`src/core_pkg.sv`:
```
/*
 * Core-level widths, configuration addresses and bus types.
 * Configuration address 3 is not decoded and writes to it are dropped.
 */
package core_pkg;

    localparam int XLEN       = 16;
    localparam int ADDR_W     = 8;
    localparam int PERF_W     = 32;
    localparam int DCR_ADDR_W = 2;

    localparam logic [DCR_ADDR_W-1:0] DCR_START_PC  = 2'd0;
    localparam logic [DCR_ADDR_W-1:0] DCR_WARP_MASK = 2'd1;
    localparam logic [DCR_ADDR_W-1:0] DCR_LAUNCH    = 2'd2;

    typedef struct packed {
        logic [DCR_ADDR_W-1:0] addr;
        logic [15:0]           data;
    } dcr_wr_t;

    typedef struct packed {
        logic [ADDR_W-1:0] addr;
        logic              write;
        logic [XLEN-1:0]   wdata;
    } mem_req_t;

    typedef struct packed {
        logic [PERF_W-1:0] ifetches;
        logic [PERF_W-1:0] loads;
        logic [PERF_W-1:0] stores;
        logic [PERF_W-1:0] ifetch_latency;
        logic [PERF_W-1:0] load_latency;
    } perf_t;

endpackage

```
`src/perf_counters.sv`:
```
/*
 * Fetch, load and store counters with latency accumulators.
 * Latency counts each cycle a request is pending, starting the cycle
 * after its handshake. All counters clear on launch.
 */
module perf_counters (
    input  logic            clk,
    input  logic            reset,
    input  logic            launch,
    input  logic            imem_req_fire,
    input  logic            imem_rsp_valid,
    input  logic            dmem_req_fire,
    input  logic            dmem_req_write,
    input  logic            dmem_rsp_valid,
    output core_pkg::perf_t perf
);
    import core_pkg::*;

    logic [PERF_W-1:0] ifetch_pending;
    logic [PERF_W-1:0] load_pending;
    logic              load_fire;
    logic              store_fire;

    assign load_fire  = dmem_req_fire && !dmem_req_write;
    assign store_fire = dmem_req_fire && dmem_req_write;

    always_ff @(posedge clk) begin
        if (reset || launch) begin
            perf           <= '0;
            ifetch_pending <= '0;
            load_pending   <= '0;
        end else begin
            ifetch_pending <= ifetch_pending + PERF_W'(imem_req_fire) - PERF_W'(imem_rsp_valid);
            load_pending   <= load_pending + PERF_W'(load_fire) - PERF_W'(dmem_rsp_valid);

            perf.ifetches       <= perf.ifetches + PERF_W'(imem_req_fire);
            perf.loads          <= perf.loads + PERF_W'(load_fire);
            perf.stores         <= perf.stores + PERF_W'(store_fire);
            perf.ifetch_latency <= perf.ifetch_latency + ifetch_pending;
            perf.load_latency   <= perf.load_latency + load_pending;
        end
    end

endmodule

```
`config.mk`:
```
export PLATFORM = sky130hd
export DESIGN_NAME = perf_counters
export DESIGN_NICKNAME = d
export VERILOG_FILES = /design/src/core_pkg.sv /design/src/perf_counters.sv
export SDC_FILE = /design/constraint.sdc
export NUM_CORES = 1
export LEC_CHECK = 0
export ABC_CLOCK_PERIOD_IN_PS = 3700
export BUFFER_PORTS_ARGS = -buffer_cell sky130_fd_sc_hd__clkbuf_2
export CORE_MARGIN = 2
export CORE_UTILIZATION = 59
export CTS_CLUSTER_SIZE = 28
export DETAILED_ROUTE_END_ITERATION = 8
export GPL_ROUTABILITY_DRIVEN = 0
export PLACE_DENSITY = 0.81
export SYNTH_ARGS = -nofsm -noshare
export SYNTH_HDL_FRONTEND = slang
export SYNTH_SLANG_ARGS = --single-unit
export TNS_END_PERCENT = 10
```
`constraint.sdc`:
```
create_clock -name clk -period 3.7 [get_ports clk]
set_clock_uncertainty 0.05 [all_clocks]
set_input_delay 0.185 -clock clk [delete_from_list [all_inputs] [get_ports clk]]
set_output_delay 0.185 -clock clk [all_outputs]
set_load 0.005 [all_outputs]
```
==> impl_metrics.toml <==
[placed_design]
post-dp-hpwl_mm = 23.8
portBuffers = 167
dp.cells = 2071

[setup_path]
cp_slowest_cell = "fa_1"
path_delay_family = "compound AO/OA/AOI/OAI gates"
cp-endpoint = "ifetch_pending[30]$_SDFF_PP0_"
critPathCaptureType = "flip-flop"
cpPeakStageDelay_ns = 0.41
critPathBufInv = 2
required_ns = 4.06
critical_path_class = "flip-flop to flip-flop"
r2r-end = "ifetch_pending[30]$_SDFF_PP0_"
crit_start = "ifetch_pending[0]$_SDFF_PP0_"
path_depth = 14
start_kind = "flip-flop"
cp_cell_sequence = "inv_1 > ha_1 > inv_1 > ha_1 > fa_1 > a21oi_1 > o211ai_1 > a211oi_1 > o31ai_2 > a41oi_2 > nor2_1 > a221oi_2 > xor2_1 > nor2_1"
rr_worst_depth = 14
rr_startpoint = "ifetch_pending[0]$_SDFF_PP0_"
ff2ff_setup_slack_ns = 0.41
crit_arrival_ns = 3.65
cp_max_fo = 3

[global_routing]
grt_first_pass_wirelength_mm = 52.8
grt_max_degree = 77
grt.overflow.total = 0
antenna_found_initial = 0
grt_use_total_pct = 25.5
grt_pass1_vias = 11400

[power]
leakagePower_nw = 7.29
power_density_nw_per_um2 = 703
ir_drop_uv = 346

[synthesis]
synth_fp_nets = 1805
synth.distinct_cells = 64
synth_cells = 1661
synth_seq_cells = 224
yosysMostFrequentCell = "nor2_1"
yosys.area.top_type_share_pct = 32.9
synth_top_cell_by_area = "dfxtp_1"
netlist_area_sq_um = 13600
syn-mean-instance-area_sq_um = 8.21
netlist_top_cells_area = "dfxtp_1, ha_1, xor2_1"
synthArstFlopShare_pct = 0
ys_warn_count = 0
synth_edf_count = 0
synthFlopType = "dfxtp_1"
ys_top_cells_by_count = "nor2_1, dfxtp_1, ha_1"
ys_seq_area_share_pct = 32.9

[timing]
rsz0062_at_grt = "no"
fin_crit_ns = 3.29
post-route-period-util_pct = 89.0
slew_viol_final = 0
max-slew-margin-rel_pct = 42.0
setup_violations = 0
setup_tns_ns = 0
fmax_mhz = 304
finalHoldViolCount = 0
worst_pin_slew_ns = 0.870

[clocking]
ctsHoldBuffers = 4
htree_num_levels = 1
clk_root_buffer_cell = "clkbuf_16"
cts_tree = "built"
clk_latency_ns = 0.53
cts_max_path_buffers = 3
clock-sinks = 224
post_cts_resize_count = 0
path_clk_slew_ns = 0.06
cts_made_buffers = 26
post-cts-setup-buffer-count = 0

[cells_and_area]
finalNetCount = 1962
drive_gt1_share_pct = 13.4
fill_cells = 1814
fin_cells = 2123
syn_to_final_growth_pct = 14.8
final-seq-area_sq_um = 4480
antennaDiodeCount = 0
multi_input_area_sq_um = 8620

[routing]
first_pass_iters = 5
vias = 12100
drt-initial-drc-count = 758
wl_per_cell_um = 15.1
viasPerCell = 5.71
drc_errors = 0
ant_nets = 0
wl_mm = 32.1

[floorplan]
dieWidth_um = 156
die-area_sq_um = 24400
boundaryPins = 168
dieHeight_um = 156
start_util_pct = 60.3
coreArea_sq_um = 22600
placementRows = 55

[min_path]
holdCritPathClass = "primary input to flip-flop"

[flow_run]
maxCapViolations = 0

[outcome]
status = "complete, no violations"
## area by class of cell
type / count / share of cell area (%)
inverter: 98 / 2.35
timing repair buffer: 177 / 5.96
multi-input combinational: 1291 / 55.0
tap: 285 / 2.28
clock inverter: 10 / 0.910
sequential: 224 / 28.6
clock buffer: 38 / 4.89
## layout by cell type (no fill, tap or decap), drive strengths merged, types with 7 or more instances in the layout
cell type / instances
nor2: 242
dfxtp: 224
clkbuf: 205
ha: 132
a21oi: 128
nand2: 126
xor2: 114
inv: 99
xnor2: 71
o21ai: 68
a21o: 66
nand3: 55
and3: 34
nand4: 26
o21bai: 26
and2: 24
nor3: 19
or3: 19
a31oi: 19
o31ai: 15
nand2b: 11
o21a: 10
a221oi: 10
o211ai: 8
and4: 7
nor2b: 7
## worst min-delay path by stage
stage	startpoint	end	slack [ns]	cells after the start
5_1_grt	dmem_req_fire	perf[64]$_SDFF_PP0_	0.09	4
3_5_place_dp	perf[85]$_SDFF_PP0_	perf[85]$_SDFF_PP0_	0.45	2
4_1_cts	dmem_req_fire	perf[64]$_SDFF_PP0_	0.09	4
2_1_floorplan	reset	perf[28]$_SDFF_PP0_	0.31	2
3_3_place_gp	perf[104]$_SDFF_PP0_	perf[104]$_SDFF_PP0_	0.42	2
6_report	dmem_req_fire	perf[64]$_SDFF_PP0_	0.09	4
## cells by family (layout without fill, tap and decap cells)
| family | after synthesis | count (layout) | share of synthesized area [%] |
|---|---|---|---|
| flops | 224 | 224 | 32.9 |
| mux | 4 | 4 | 0.293 |
| fa+ha+maj | 136 | 136 | 12.7 |
| compound gates | 382 | 382 | 18.6 |
| simple gates | 584 | 584 | 19.6 |
| xor+xnor | 185 | 185 | 11.9 |
| buf+inv | 146 | 323 | 4.03 |
## routing by layer
| layer | share of wire (%) | global-route usage, % | vias up |
|---|---|---|---|
| li1 | - | - | 6093 |
| met1 | 45 | 33.0 | 5639 |
| met2 | 48 | 44.3 | 320 |
| met3 | 4.7 | 3.19 | 64 |
| met4 | 2.5 | 8.17 | 0 |
| met5 | 0 | 0 | - |
## worst min-delay path: cells and delay by family
kind                       cells  cell delay [ns]
and+or+nand+nor                2             0.25
adders and majority gates      1             0.12
buffers and inverters          1             0.08
## registers in the layout (all words and copies together), names as in the netlist
signal / flops
load_pending: 32
ifetch_pending: 32
perf: 160
## through the flow
step | instance area (sq um) | utilization (%) | power [mW] | setup WS, ns | hold WS [ns]
final | 15700 | 69.2 | 11.0 | 0.409 | 0.0894
after global routing | 15700 | 69.2 | 11.8 | 0.156 | 0.0947
after CTS | 15700 | 69.2 | 11.0 | 0.400 | 0.0851
after detailed placement | 14700 | 65.0 | 8.24 | 0.212 | 0.447
after global placement | 14700 | 65.0 | 8.10 | 0.312 | 0.424
after floorplan | 13600 | - | 7.21 | 0.706 | 0.311
## power breakdown
part	leakage (nW)	internal (mW)	total, mW	switching [mW]
registers	1.82	2.71	2.98	0.269
clock network	0.452	1.65	2.70	1.05
logic	5.02	2.28	5.34	3.06
total	7.29	6.64	11.0	4.38
Power figures use the tool's default switching activity.
