[src/isa_pkg.sv]
/*
 * Instruction set of the mini core, one 16-bit word per instruction.
 * Opcodes 9 to 15 are not defined and behave as no-ops.
 */
package isa_pkg;

    localparam int ILEN = 16;

    typedef enum logic [3:0] {
        ADD  = 4'd0,
        SUB  = 4'd1,
        AND  = 4'd2,
        ADDI = 4'd3,
        LW   = 4'd4,
        SW   = 4'd5,
        BNEZ = 4'd6,
        WID  = 4'd7,
        HALT = 4'd8
    } opcode_e;

    typedef struct packed {
        opcode_e    opcode;
        logic [2:0] rd;
        logic [2:0] rs1;
        logic [2:0] rs2;
        logic [2:0] pad;
    } r_fmt_t;

    typedef struct packed {
        opcode_e           opcode;
        logic [2:0]        rd;
        logic [2:0]        rs1;
        logic signed [5:0] imm;
    } i_fmt_t;

    // The same word seen as register or immediate format
    typedef union packed {
        r_fmt_t r_fmt;
        i_fmt_t i_fmt;
    } instr_u;

    typedef struct packed {
        opcode_e         opcode;
        logic [2:0]      rd;
        logic [2:0]      rs1;
        logic [2:0]      rs2;
        logic [ILEN-1:0] imm;
    } uop_t;

endpackage

[src/core_pkg.sv]
/*
 * Core-level widths, configuration addresses and bus types.
 * Configuration address 3 is not decoded and writes to it are dropped.
 */
package core_pkg;

    localparam int XLEN       = 16;
    localparam int ADDR_W     = 8;
    localparam int PERF_W     = 32;
    localparam int DCR_ADDR_W = 2;

    localparam logic [DCR_ADDR_W-1:0] DCR_START_PC  = 2'd0;
    localparam logic [DCR_ADDR_W-1:0] DCR_WARP_MASK = 2'd1;
    localparam logic [DCR_ADDR_W-1:0] DCR_LAUNCH    = 2'd2;

    typedef struct packed {
        logic [DCR_ADDR_W-1:0] addr;
        logic [15:0]           data;
    } dcr_wr_t;

    typedef struct packed {
        logic [ADDR_W-1:0] addr;
        logic              write;
        logic [XLEN-1:0]   wdata;
    } mem_req_t;

    typedef struct packed {
        logic [PERF_W-1:0] ifetches;
        logic [PERF_W-1:0] loads;
        logic [PERF_W-1:0] stores;
        logic [PERF_W-1:0] ifetch_latency;
        logic [PERF_W-1:0] load_latency;
    } perf_t;

endpackage

[src/exec_unit.sv]
/*
 * Per-warp register files and the single-thread datapath.
 * Registers are not cleared by reset or launch, so programs must
 * write a register before reading it.
 */
module exec_unit #(
    parameter int NUM_WARPS = 4
) (
    input  logic                         clk,
    input  logic                         reset,
    input  logic [$clog2(NUM_WARPS)-1:0] warp_id,
    input  logic                         exec_en,
    input  logic                         load_wb,
    input  isa_pkg::uop_t                uop,
    input  logic [core_pkg::XLEN-1:0]    load_data,
    input  logic [core_pkg::ADDR_W-1:0]  pc,
    output logic                         branch_taken,
    output logic [core_pkg::ADDR_W-1:0]  branch_target,
    output core_pkg::mem_req_t           dmem_req
);
    import core_pkg::*;
    import isa_pkg::*;

    logic [XLEN-1:0] regs [NUM_WARPS][8];
    logic [XLEN-1:0] rs1_val;
    logic [XLEN-1:0] rs2_val;
    logic [XLEN-1:0] rd_val;
    logic [XLEN-1:0] alu_result;
    logic            alu_we;

    // r0 is never written, so its reads are forced to zero here
    assign rs1_val = (uop.rs1 == 3'd0) ? '0 : regs[warp_id][uop.rs1];
    assign rs2_val = (uop.rs2 == 3'd0) ? '0 : regs[warp_id][uop.rs2];
    assign rd_val  = (uop.rd == 3'd0) ? '0 : regs[warp_id][uop.rd];

    always_comb begin
        alu_we = exec_en;
        case (uop.opcode)
            ADD:     alu_result = rs1_val + rs2_val;
            SUB:     alu_result = rs1_val - rs2_val;
            AND:     alu_result = rs1_val & rs2_val;
            ADDI:    alu_result = rs1_val + uop.imm;
            WID:     alu_result = XLEN'(warp_id);
            default: begin
                alu_result = '0;
                alu_we     = 1'b0;
            end
        endcase
    end

    always_ff @(posedge clk) begin
        if (!reset && (uop.rd != 3'd0)) begin
            if (load_wb) begin
                regs[warp_id][uop.rd] <= load_data;
            end else if (alu_we) begin
                regs[warp_id][uop.rd] <= alu_result;
            end
        end
    end

    assign branch_taken  = (uop.opcode == BNEZ) && (rd_val != '0);
    assign branch_target = pc + 1'b1 + uop.imm[ADDR_W-1:0];

    // The address wraps at the memory width
    assign dmem_req = mem_req_t'{
        addr:  rs1_val[ADDR_W-1:0] + uop.imm[ADDR_W-1:0],
        write: (uop.opcode == SW),
        wdata: rd_val
    };

endmodule

[config.mk]
export PLATFORM = sky130hd
export DESIGN_NAME = exec_unit
export DESIGN_NICKNAME = d
export VERILOG_FILES = /design/src/isa_pkg.sv /design/src/core_pkg.sv /design/src/exec_unit.sv
export SDC_FILE = /design/constraint.sdc
export NUM_CORES = 1
export LEC_CHECK = 0
export ABC_AREA = 1
export BUFFER_PORTS_ARGS = -buffer_cell sky130_fd_sc_hd__buf_2
export CAP_MARGIN = 20
export CORE_ASPECT_RATIO = 1.1
export CORE_MARGIN = 1
export CORE_UTILIZATION = 50
export CTS_CLUSTER_SIZE = 12
export DETAILED_ROUTE_END_ITERATION = 8
export GPL_TIMING_DRIVEN = 0
export PLACE_DENSITY_LB_ADDON = 0.12
export SLEW_MARGIN = 20
export SYNTH_ARGS = -nofsm -noshare
export SYNTH_HDL_FRONTEND = slang
export SYNTH_SLANG_ARGS = --single-unit
[constraint.sdc]
create_clock -name clk -period 7.6 [get_ports clk]
set_input_delay 1.9 -clock clk [delete_from_list [all_inputs] [get_ports clk]]
set_output_delay 1.9 -clock clk [all_outputs]
set_load 0.01 [all_outputs]
==> metrics.yaml <==
status: "complete, but fails checks"
violations: "DRC"
ys_async_sr_fraction_pct: 0
h-tree-depth: 2
power.density_nw_per_um2: 217
crit_chain: "buf_2 -> inv_1 -> nor2_1 -> inv_1 -> nor2_1 -> inv_1 -> clkbuf_1 -> o221ai_1 -> nor2_1 -> nand4_1 -> nor2_1 -> nor2_1 -> buf_2"
synthAdderAreaFrac_pct: 1.87
clockBufferDepth: 3
arrival_ps: 5680
fin_ws_ps: 17.0
r2r_cells: 26
grt_max_degree: 17
peakVddDrop_mv: 0.208
drt_iter0_markers: 3063
finalHoldViolCount: 0
period_share_pct: 99.8
cts.root.buffer_cell: "clkbuf_16"
drt_pass1_iterations: 8
clock_skew_ps: 12.7
clk_pin_slew_ps: 60
synth_top_area_share_pct: 56.5
core.rowCount: 83
dp_hpwl_microns: 79800
place.gp.congestion: 1.03
ys_types: 51
slew_headroom_pct: 15.6
fillers: 4166
cp-endpoint: "branch_taken"
cts_tree: "built"
clock_latency_ps: 610
worstMarginPinSlew_ps: 1260
muxShareOfSynthArea_pct: 0
grt_overflow_total: 0
syn_area_sq_um: 24000
fmax_mhz: 132
largest_register_ffs: 452
viasPerCell: 6.16
die_x_microns: 211
cp-start-kind: "primary input"
drive_above_1_share_pct: 9.99
cp-startpoint: "uop[23]"
die_area_sq_um: 48900
grt_pass1_wl_microns: 149000
antenna_found_initial: 7
cp_slowest_cell: "o221ai_1"
worstHoldPathType: "reg2reg"
worstSetupPathType: "in2out"
synth_area_leaders: "edfxtp_1 57%, nand2_1 16%, o21ai_0 4.0%"
cpPeakStageDelay_ps: 690
rsz0062_at_grt: "false"
worstReg2RegStart: "regs[0][66]"
final_cells: 3563
synth_seq_cells: 452
cts_made_buffers: 47
core_sq_um: 47000
top_register: "regs"
synth.avg_cell_area_sq_um: 8.72
crit_fanout: 10
yosysTopAreaCell: "edfxtp_1"
synth-xor-area-share_pct: 0.620
seq_area_frac_synth_pct: 56.5
final-setup-viol-count: 0
placed_cells: 3489
wl_per_cell_microns: 30.4
top_level_ports: 93
synth-simple-area-share_pct: 23.6
slew_viol_final: 0
areaGrowthSynthToFinish_pct: 13.2
fin_util_pct: 57.8
vias: 22000
drtAntennaViolNets: 0
fin_nets: 2994
io_buffers: 84
cpMostUsedCell: "nor2_1"
wirelength_microns: 108000
drv_cap: 0
critPathBufInv: 6
grt_usage_pct: 44.6
initial_core_util_pct: 51.1
drc_errors: 2
rr_endpoint: "regs[0][93]"
ys.flop_type: "edfxtp_1"
power_leakage_nw: 11.0
synth_top_family_by_area: "simple AND/OR/NAND/NOR gates"
first_global_vias: 20200
synth_compound_area_share_pct: 10.4
crit_cells: 13
min_period_ps: 7580
cts_hold_buf: 0
required_ps: 5700
rrSetupSlack_ps: 1930
post-place-ws_ps: -894
end_kind: "output pin"
yosys_warnings: 0
cts_sinks: 452
cp_top_family: "simple AND/OR/NAND/NOR gates"
dieHeight_microns: 232
synth_edf_count: 452
top_regs: "regs: 452 flops"
syn_inst: 2753
## layout by cell type (no fill, tap or decap), drive strengths merged, types with 3 or more instances in the layout
| cell | synthesis | final |
|---|---|---|
| a21o | 3 | 3 |
| conb | 1 | 4 |
| fa | 3 | 3 |
| clkbuf | 60 | 117 |
| nor2 | 215 | 215 |
| nor4 | 6 | 6 |
| a221oi | 4 | 4 |
| nand3 | 130 | 130 |
| xor2 | 14 | 14 |
| o21a | 3 | 3 |
| a22o | 3 | 3 |
| o211ai | 24 | 24 |
| o21ai | 229 | 229 |
| inv | 251 | 252 |
| nor3 | 7 | 7 |
| buf | 71 | 166 |
| nand2 | 1039 | 1039 |
| clkinv | 5 | 18 |
| ha | 31 | 31 |
| a21oi | 100 | 100 |
| xnor2 | 3 | 3 |
| a22oi | 8 | 8 |
| and2 | 12 | 12 |
| o221ai | 23 | 23 |
| o22ai | 20 | 20 |
| nand4 | 10 | 10 |
| o21bai | 3 | 3 |
| a211oi | 8 | 8 |
| edfxtp | 452 | 452 |
| a31oi | 5 | 5 |
## cell families after synthesis
logic type,count (synthesis)
AO/OA/AOI/OAI,441
buffers and inverters,387
flip-flops,452
other,1
XOR/XNOR,17
AND/OR/NAND/NOR,1421
adder cells (fa/ha/maj),34
## tightest hold or removal path: cells and delay by family, from the launching register on
kind | cells | cell delay, ps
flops | 1 | 320
compound gates | 3 | 530
simple gates | 5 | 460
## worst min path at each step
stage	startpoint	end	slack, ps	cells after the start
finish	regs[1][81]	regs[1][81]	1450	8
global route	regs[1][81]	regs[0][81]	1530	8
CTS	regs[1][81]	regs[0][81]	1400	8
detailed placement	regs[1][81]	regs[2][81]	1370	8
global placement	regs[2][95]	regs[1][63]	1420	10
floorplan	regs[0][10]	regs[0][106]	1110	10
## repair_timing
action | CTS | global route
endpoints found under the setup margin | 60 | 71
gates cloned | 0 | 0
buffers inserted | 2 | 0
resized for setup | 9 | 21
pin swaps | 1 | 0
## power breakdown
part | switching [mW] | total [mW] | internal (mW)
combinational | 0.737 | 0.987 | 0.250
sequential | 0.00461 | 2.77 | 2.76
clock | 0.958 | 2.13 | 1.18
## final cells by class
type / instances / area, sq um / area share, %
Sequential cell: 452 / 13600 / 49.9
Multi-Input combinational cell: 1917 / 9060 / 33.3
Clock buffer: 56 / 1230 / 4.53
Inverter: 256 / 961 / 3.53
Tap cell: 637 / 797 / 2.93
Buffer: 129 / 727 / 2.67
Timing Repair Buffer: 98 / 703 / 2.59
Clock inverter: 16 / 126 / 0.465
Antenna cell: 2 / 5.00 / 0.0184
## stage by stage
stage | power, mW | TNS (ps) | hold slack (ps) | instance area (sq um)
2_1_floorplan | 3.34 | 0 | 1110 | 24000
3_3_place_gp | 3.73 | -87430 | 1420 | 25200
3_5_place_dp | 3.75 | -91430 | 1370 | 25700
4_1_cts | 5.82 | 0 | 1400 | 27100
5_1_grt | 6.01 | 0 | 1530 | 27200
6_report | 5.89 | 0 | 1450 | 27200
## synthesized netlist by cell type (14+ instances only)
library cell	n
edfxtp_1	452
buf_2	35
xor2_1	14
o21ai_1	37
nand3_1	125
buf_6	17
o21ai_0	192
nand2_1	1031
ha_1	31
o211ai_1	24
nor2_1	206
a21oi_1	100
inv_1	247
clkbuf_1	60
o22ai_1	20
o221ai_1	23
## per-layer routing
layer	vias up	GRT usage [%]	part of all wire, %
met4	4	29.6	7.5
met5	-	1.83	0.10
met2	1732	66.8	43
li1	9483	-	-
met1	10400	55.3	35
met3	382	14.1	14
No activity file was read; power rests on OpenSTA's default activity.
