## src/core_pkg.sv

```systemverilog
/*
 * Core-level widths, configuration addresses and bus types.
 * Configuration address 3 is not decoded and writes to it are dropped.
 */
package core_pkg;

    localparam int XLEN       = 16;
    localparam int ADDR_W     = 8;
    localparam int PERF_W     = 32;
    localparam int DCR_ADDR_W = 2;

    localparam logic [DCR_ADDR_W-1:0] DCR_START_PC  = 2'd0;
    localparam logic [DCR_ADDR_W-1:0] DCR_WARP_MASK = 2'd1;
    localparam logic [DCR_ADDR_W-1:0] DCR_LAUNCH    = 2'd2;

    typedef struct packed {
        logic [DCR_ADDR_W-1:0] addr;
        logic [15:0]           data;
    } dcr_wr_t;

    typedef struct packed {
        logic [ADDR_W-1:0] addr;
        logic              write;
        logic [XLEN-1:0]   wdata;
    } mem_req_t;

    typedef struct packed {
        logic [PERF_W-1:0] ifetches;
        logic [PERF_W-1:0] loads;
        logic [PERF_W-1:0] stores;
        logic [PERF_W-1:0] ifetch_latency;
        logic [PERF_W-1:0] load_latency;
    } perf_t;

endpackage

```

## src/dcr_regs.sv

```systemverilog
/*
 * Configuration registers. Only the low bits of the write data are kept.
 * The launch write carries no data and gives a one-cycle pulse.
 */
module dcr_regs #(
    parameter int NUM_WARPS = 4
) (
    input  logic                        clk,
    input  logic                        reset,
    input  logic                        dcr_wr_valid,
    input  core_pkg::dcr_wr_t           dcr_wr,
    output logic [core_pkg::ADDR_W-1:0] start_pc,
    output logic [NUM_WARPS-1:0]        warp_mask,
    output logic                        launch
);
    import core_pkg::*;

    always_ff @(posedge clk) begin
        if (reset) begin
            start_pc  <= '0;
            warp_mask <= '0;
            launch    <= 1'b0;
        end else begin
            launch <= dcr_wr_valid && (dcr_wr.addr == DCR_LAUNCH);
            if (dcr_wr_valid && (dcr_wr.addr == DCR_START_PC)) begin
                start_pc <= dcr_wr.data[ADDR_W-1:0];
            end
            if (dcr_wr_valid && (dcr_wr.addr == DCR_WARP_MASK)) begin
                warp_mask <= dcr_wr.data[NUM_WARPS-1:0];
            end
        end
    end

endmodule

```

## config.mk

```make
export PLATFORM = sky130hd
export DESIGN_NAME = dcr_regs
export DESIGN_NICKNAME = d
export VERILOG_FILES = /design/src/core_pkg.sv /design/src/dcr_regs.sv
export SDC_FILE = /design/constraint.sdc
export NUM_CORES = 1
export LEC_CHECK = 0
export ABC_AREA = 0
export BUFFER_PORTS_ARGS = -buffer_cell sky130_fd_sc_hd__buf_2
export CAP_MARGIN = 0
export CORE_MARGIN = 10
export CORE_UTILIZATION = 43
export DETAILED_ROUTE_END_ITERATION = 8
export HOLD_SLACK_MARGIN = 0.02
export PLACE_DENSITY = 0.89
export SKIP_LAST_GASP = 1
export SLEW_MARGIN = 20
export SYNTH_ARGS = -nofsm -noshare
export SYNTH_HDL_FRONTEND = slang
export SYNTH_SLANG_ARGS = --single-unit
```

## constraint.sdc

```tcl
create_clock -name clk -period 1.14 [get_ports clk]
set_input_delay 0.114 -clock clk [delete_from_list [all_inputs] [get_ports clk]]
set_output_delay 0.114 -clock clk [all_outputs]
set_load 0.005 [all_outputs]
```

==> run summary, run 1 <==
Status -> complete, no violations
Slowest CP cell -> dfxtp_1
Clk_skew -> 0 ns
Drt via density -> 4.734
Initial DRC count -> 3
Mapped Nets -> 73
# setup viols final -> 0
CTS tree -> built
Register bit total from synthesis -> 13
Clk sinks -> 13
Max Fclk -> 1206 MHz
Final RePlAce weighted congestion -> 0.7095
Worst Path Max Fanout -> 2
Synth warn -> 0
CTS HTree Levels -> 1
Reg2Reg Depth -> 2
Post-cts resize count -> 0
Routed vias -> 445
Post-synthesis cell type count -> 9
CORE AREA -> 0.001285 mm2
Max VDD drop -> 0.5347 mV
CP arrival -> 0.71 ns
Combinational group share of total power -> 0.122
# DRC -> 0
Tcrit/Tclk final -> 0.7271
GR Util All Layers -> 0.07730
Global route overflow -> 0
Port Buffers -> 25
Worst-path clk slew -> 0.08 ns
Hold EP -> start_pc[5]$_SDFFE_PP0P_
Rel. slew slack -> 0.7185
FF-to-FF Start -> start_pc[7]$_SDFFE_PP0P_
Clock Tree Root -> clkbuf_4
Worst-skew pair later-pin latency -> 0.26 ns
Die X -> 56.51 um
DP Wirelength -> 954.6 um
TritonCTS Buffers -> 3
Area delta synth->final -> 28.38%
Sequential Power Share -> 0.561
CP Cell Sequence -> buf_2
Crit path launch type -> register
CP endpoint kind -> primary output
WL final -> 1162 um
Slew @ Worst Pin -> 0.4218 ns
Synth Cell Area -> 573.1 um2
Worst Hold Launch -> dcr_wr[5]
Pin count of the biggest net entering global routing -> 22
Hold Crit Depth -> 3
Total power per unit cell area -> 1154 mW/mm2
Crit path kind -> register to primary output
I/O Pins -> 34
Global-route wire length before repair -> 2028 um
Drt pass-1 iters -> 2
Sequential share of the synthesized area -> 0.4541
# nets final -> 101
Leak -> 0.3537 nW
Max-cap viol count -> 0
Ant. Diodes -> 0
Placement Cell Area -> 709.4 um2
Commonest non-fill, non-tap cell in the layout -> buf_2
Worst hold-check path type -> primary input to register
CTS max path bufs -> 2
Setup Fix Bufs, Post-CTS -> 0
Final Cell Area -> 735.7 um2
CP peak stage delay -> 0.34 ns
Final antenna-violating net count -> 0
Layout cells sized above 1 -> 0.4051
Buf/Inv on CP -> 1
Fin crit period -> 0.8288 ns
Post-Route Setup TNS -> 0 ns
Setup slack, reg-to-reg -> 0.55 ns
Setup WS post-layout -> 0.3112 ns
Unrepaired setup endpoints after global routing -> no
Crit path max-delay family -> flip-flops
Mapped Cells -> 52
Sw Ratio -> 0.2185
Initial antenna violation count -> 0
Final Hold Viols -> 0
FF-to-FF End -> start_pc[7]$_SDFFE_PP0P_
Number of max-slew violations in the final report -> 0
Clock Power Share -> 0.317
DP Worst Slack -> 0.1325 ns
Pwr Total -> 0.8492 mW
Internal -> 0.6637 mW
P_sw -> 0.1855 mW
DR WL/cell -> 12.36 um
Critical Path RT -> 1.03 ns
Hold buffer count at CTS -> 0
Site Rows -> 13
Most frequent cells in the layout -> buf_2 (25), nand2b_1 (20), dfxtp_1 (13)
Die height -> 56.51 um
Vias in the first global route -> 474
Initial Util -> 0.4460
Die area -> 0.003193 mm2
Avg Inst Size Synth -> 11.02 um2
-- logic make-up after synthesis --
| group | share of synthesized area |
|---|---|
| and+or+nand+nor | 0.3231 |
| DFF | 0.4541 |
| muxes | 0.2096 |
| buffers and inverters | 0.01311 |
-- power by group through the flow --
stage / Combinational, mW / Sequential, mW / Clock, mW
after CTS: 0.106 / 0.476 / 0.280
final: 0.103 / 0.476 / 0.270
after floorplan: 0.0546 / 0.489 / 0
after global routing: 0.116 / 0.478 / 0.301
after detailed placement: 0.106 / 0.487 / 0
after global placement: 0.103 / 0.486 / 0
-- through the flow --
| step | cells | utilization | hold WS, ns |
|---|---|---|---|
| after detailed placement | 90 | 0.5521 | 0.3898 |
| after global routing | 94 | 0.5725 | 0.1118 |
| after global placement | 90 | 0.5521 | 0.3776 |
| final | 94 | 0.5725 | 0.1047 |
| after floorplan | 52 | - | 0.2693 |
| after CTS | 94 | 0.5725 | 0.1026 |
-- registers in the layout, indices dropped and copies added, names as in the netlist --
name,cells
launch,1
start_pc,8
warp_mask,4
-- cell type report --
class                           instances  area [um2]
Fill cell                             116       549.3
Clock buffer                            4       26.28
Tap cell                               15       18.77
Multi-Input combinational cell         37       305.3
Timing Repair Buffer                   25       125.1
Sequential cell                        13       260.3
-- worst max-delay path by stage --
stage / from / endpoint / slack (ns) / cells after the start
floorplan: dcr_wr[16] / start_pc[1]$_SDFFE_PP0P_ / 0.40 / 2
global placement: dcr_wr[16] / start_pc[3]$_SDFFE_PP0P_ / 0.17 / 3
detailed placement: dcr_wr[16] / start_pc[7]$_SDFFE_PP0P_ / 0.13 / 3
CTS: start_pc[7]$_SDFFE_PP0P_ / start_pc[7] / 0.29 / 1
global route: start_pc[7]$_SDFFE_PP0P_ / start_pc[7] / 0.26 / 1
finish: start_pc[7]$_SDFFE_PP0P_ / start_pc[7] / 0.31 / 1
-- cells in the mapped netlist --
master | number | area share
nand2b_1 | 20 | 0.22
dfxtp_1 | 13 | 0.45
mux2i_1 | 12 | 0.21
clkbuf_1 | 2 | 0.013
and3b_2 | 1 | 0.017
and4bb_2 | 1 | 0.022
nand3b_1 | 1 | 0.013
nor3b_4 | 1 | 0.033
or3b_4 | 1 | 0.020
-- layer usage --
| layer | vias up | wire, um | track usage |
|---|---|---|---|
| met5 | - | 0 | 0 |
| met4 | 0 | 27 | 0.06186 |
| met3 | 2 | 116 | 0.03820 |
| met2 | 15 | 558 | 0.1238 |
| met1 | 201 | 460 | 0.07296 |
| li1 | 227 | - | - |
No activity file was read; power rests on OpenSTA's default activity.
==> run 2: changes to the inputs <==
--- a/config.mk
+++ b/config.mk
@@ -5,14 +5,14 @@
 export SDC_FILE = /design/constraint.sdc
 export NUM_CORES = 1
 export LEC_CHECK = 0
-export ABC_AREA = 0
+export ABC_AREA = 1
 export BUFFER_PORTS_ARGS = -buffer_cell sky130_fd_sc_hd__buf_2
 export CAP_MARGIN = 0
 export CORE_MARGIN = 10
-export CORE_UTILIZATION = 43
+export CORE_UTILIZATION = 40
 export DETAILED_ROUTE_END_ITERATION = 8
 export HOLD_SLACK_MARGIN = 0.02
-export PLACE_DENSITY = 0.89
+export PLACE_DENSITY = 0.85
 export SKIP_LAST_GASP = 1
 export SLEW_MARGIN = 20
 export SYNTH_ARGS = -nofsm -noshare
==> constraint.sdc (replaced) <==
create_clock -name clk -period 0.8 [get_ports clk]
set_input_delay 0.08 -clock clk [delete_from_list [all_inputs] [get_ports clk]]
set_output_delay 0.08 -clock clk [all_outputs]
set_load 0.005 [all_outputs]
==> run 2 against run 1 <==
Against the previous run:
- the run now ends with setup timing left
- via count rose by 35%
- register-to-register slack got worse by 0.47 ns
- largest power group unchanged
- clock power rose by 54%
- combinational power rose by 140%
==> run summary, run 2 <==
Largest regs -> start_pc x8, warp_mask x4, launch x1
Clock Power Share -> 0.304 (-0.013)
P_sw -> 0.3591 mW (+94%)
Global route overflow -> 0 (unchanged)
Fin crit period -> 0.8056 ns
Sequential Power Share -> 0.516 (-0.045)
WL final -> 1561 um (+34%)
Sequential share of the synthesized area -> 0.4541 (unchanged)
CORE AREA -> 0.001334 mm2 (+3.8%)
Synth cell count leaders -> nand2_1 (17), nor2_1 (16), inv_1 (14)
Post-synth top flop -> dfxtp_1
CTS max path bufs -> 2 (unchanged)
Status -> finished, violations left
Area delta synth->final -> 48.03%
Register bit total from synthesis -> 13 (unchanged)
Die X -> 57.85 um (+2.4%)
Pin count of the biggest net entering global routing -> 17 (-23%)
Register Area -> 276.5 um2 (+6.2%)
Layout cells sized above 1 -> 0.4196 (+0.01458)
Initial DRC count -> 14 (+11)
Slew @ Worst Pin -> 0.3368 ns (-0.08502 ns)
Total power per unit cell area -> 1612 mW/mm2 (+40%)
Cell with the most instances after synthesis -> nand2_1
Worst-path clk slew -> 0.08 ns (about the same)
CP arrival -> 0.73 ns (+0.02 ns)
Buf/Inv on CP -> 1 (unchanged)
Crit path launch type -> register
Mapped Nets -> 104 (+42%)
Setup WS post-layout -> -0.005586 ns (-0.3167 ns)
Global-route wire length before repair -> 2435 um (+20%)
CTS HTree Levels -> 1 (unchanged)
# nets final -> 134 (+33%)
Area contributors post-synth -> dfxtp_1 (45%), nand2_1 (11%), nor2_1 (10%)
Multi-input gate area -> 235.2 um2 (-23%)
Sw Ratio -> 0.2626 (+0.04416)
Failing checks -> setup timing
I/O Pins -> 34 (unchanged)
Leak -> 0.4548 nW (+29%)
Avg Inst Size Synth -> 6.904 um2 (-37%)
Post-synthesis cell type count -> 12 (+3)
Die height -> 57.85 um (+2.4%)
Max VDD drop -> 0.6957 mV (+30%)
Final RePlAce weighted congestion -> 0.7640 (+7.7%)
Drt pass-1 iters -> 4 (+2)
Worst-skew pair later-pin latency -> 0.27 ns (about the same)
Yosys top cell area share -> 0.4541 (unchanged)
Tcrit/Tclk final -> 1.007
Internal -> 1.008 mW (+52%)
Rel. slew slack -> 0.7750 (+0.05645)
DP Wirelength -> 1122 um (+18%)
Drt via density -> 4.732 (about the same)
Initial antenna violation count -> 0 (unchanged)
Unrepaired setup endpoints after global routing -> yes
Synth Cell Area -> 573.1 um2 (unchanged)
Final antenna-violating net count -> 0 (unchanged)
CP peak stage delay -> 0.33 ns (about the same)
DR WL/cell -> 12.29 um (-0.57%)
Synth warn -> 0 (unchanged)
Slowest CP cell -> dfxtp_2
Die area -> 0.003347 mm2 (+4.8%)
Clock Tree Root -> clkbuf_4
CP endpoint kind -> primary output
TritonCTS Buffers -> 3 (unchanged)
CTS tree -> built
Combinational group share of total power -> 0.180 (+0.058)
Fill count -> 115 (-0.86%)
Ys async rst share -> 0 (unchanged)
Crit path kind -> register to primary output
Largest area contributor in the netlist -> dfxtp_1
Final Hold Viols -> 0 (unchanged)
Clk_skew -> 0 ns (unchanged)
Worst hold-check path type -> primary input to register
Post-Route Setup TNS -> -0.01151 ns (-0.01151 ns)
CP Cell Sequence -> buf_2
# DRC -> 0 (unchanged)
# setup viols final -> 3 (+3)
Initial Util -> 0.4296 (-0.01632)
Site Rows -> 13 (unchanged)
GR Util All Layers -> 0.09266 (+0.01535)
Max reg flops -> 8 (unchanged)
Port Buffers -> 25 (unchanged)
EDFF count, synth -> 0 (unchanged)
Number of max-slew violations in the final report -> 0 (unchanged)
Mapped Cells -> 83 (+60%)
Commonest non-fill, non-tap cell in the layout -> nand2_1
DP Worst Slack -> -0.08765 ns (-0.2202 ns)
Vias in the first global route -> 568 (+20%)
Clk sinks -> 13 (unchanged)
Max Fclk -> 1241 MHz
Most frequent cells in the layout -> nand2_1 (17), nor2_1 (16), buf_2 (16)
Ant. Diodes -> 0 (unchanged)
Routed vias -> 601 (+35%)
Worst Path Max Fanout -> 2 (unchanged)
Max-cap viol count -> 0 (unchanged)
Reg with most FFs -> start_pc
Crit path max-delay family -> flip-flops
Critical Path RT -> 0.72 ns (-0.31 ns)
==> run 2: routing by layer <==
layer | part of all wire | track usage | up-vias
met2 | 0.51 | 0.1595 | 18
met3 | 0.058 | 0.02832 | 5
li1 | - | - | 311
met4 | 0.034 | 0.08054 | 0
met1 | 0.40 | 0.08701 | 267
met5 | 0 | 0 | -
==> run 2: what timing repair did <==
| action | in CTS | in global routing |
|---|---|---|
| setup buffers | 0 | 1 |
| hold buffers | 1 | 0 |
| endpoints found under the hold margin | 1 | 0 |
| cloned | 0 | 0 |
| setup endpoints to repair | 13 | 14 |
| gates resized for setup | 16 | 7 |
==> run 2: final cells by class <==
| class | instances | share of cell area |
|---|---|---|
| clock buffer | 4 | 0.03097 |
| sequential | 13 | 0.3260 |
| timing repair buffer | 29 | 0.2817 |
| tap | 15 | 0.02212 |
| inverter | 14 | 0.06195 |
| multi-input combinational | 52 | 0.2773 |
==> run 2: kinds of logic after synthesis <==
family	count (synthesis)	share of synthesized area
buf+inv	18	0.1441
flops	13	0.4541
compound gates	8	0.06987
simple gates	44	0.3319
==> run 2: metrics by stage <==
stage	util	hold WS [ns]	std cells	power (mW)	area [um2]
detailed placement	0.5450	0.2801	121	0.9228	726.9
floorplan	-	0.1559	83	0.8225	573.1
global placement	0.5450	0.2607	121	0.9129	726.9
finish	0.6360	0.04280	127	1.368	848.3
CTS	0.5985	0.04264	126	1.354	798.3
global route	0.6360	0.04023	127	1.431	848.3
==> run 2: final timing paths <==
check,depth (start not counted),startpoint,slack (ns),to
max reg2reg,5,warp_mask[3]$_SDFFE_PP0P_,0.08,warp_mask[3]$_SDFFE_PP0P_
max,1,start_pc[7]$_SDFFE_PP0P_,-0.006,start_pc[7]
min reg2reg,2,start_pc[7]$_SDFFE_PP0P_,0.49,start_pc[7]$_SDFFE_PP0P_
min,3,dcr_wr[3],0.04,warp_mask[3]$_SDFFE_PP0P_
==> run 2: power groups by stage <==
stage / combinational, mW / clock [mW] / sequential [mW]
after floorplan: 0.110 / 0 / 0.713
after CTS: 0.227 / 0.426 / 0.702
final: 0.246 / 0.416 / 0.705
after global placement: 0.206 / 0 / 0.707
after global routing: 0.275 / 0.446 / 0.710
after detailed placement: 0.214 / 0 / 0.709
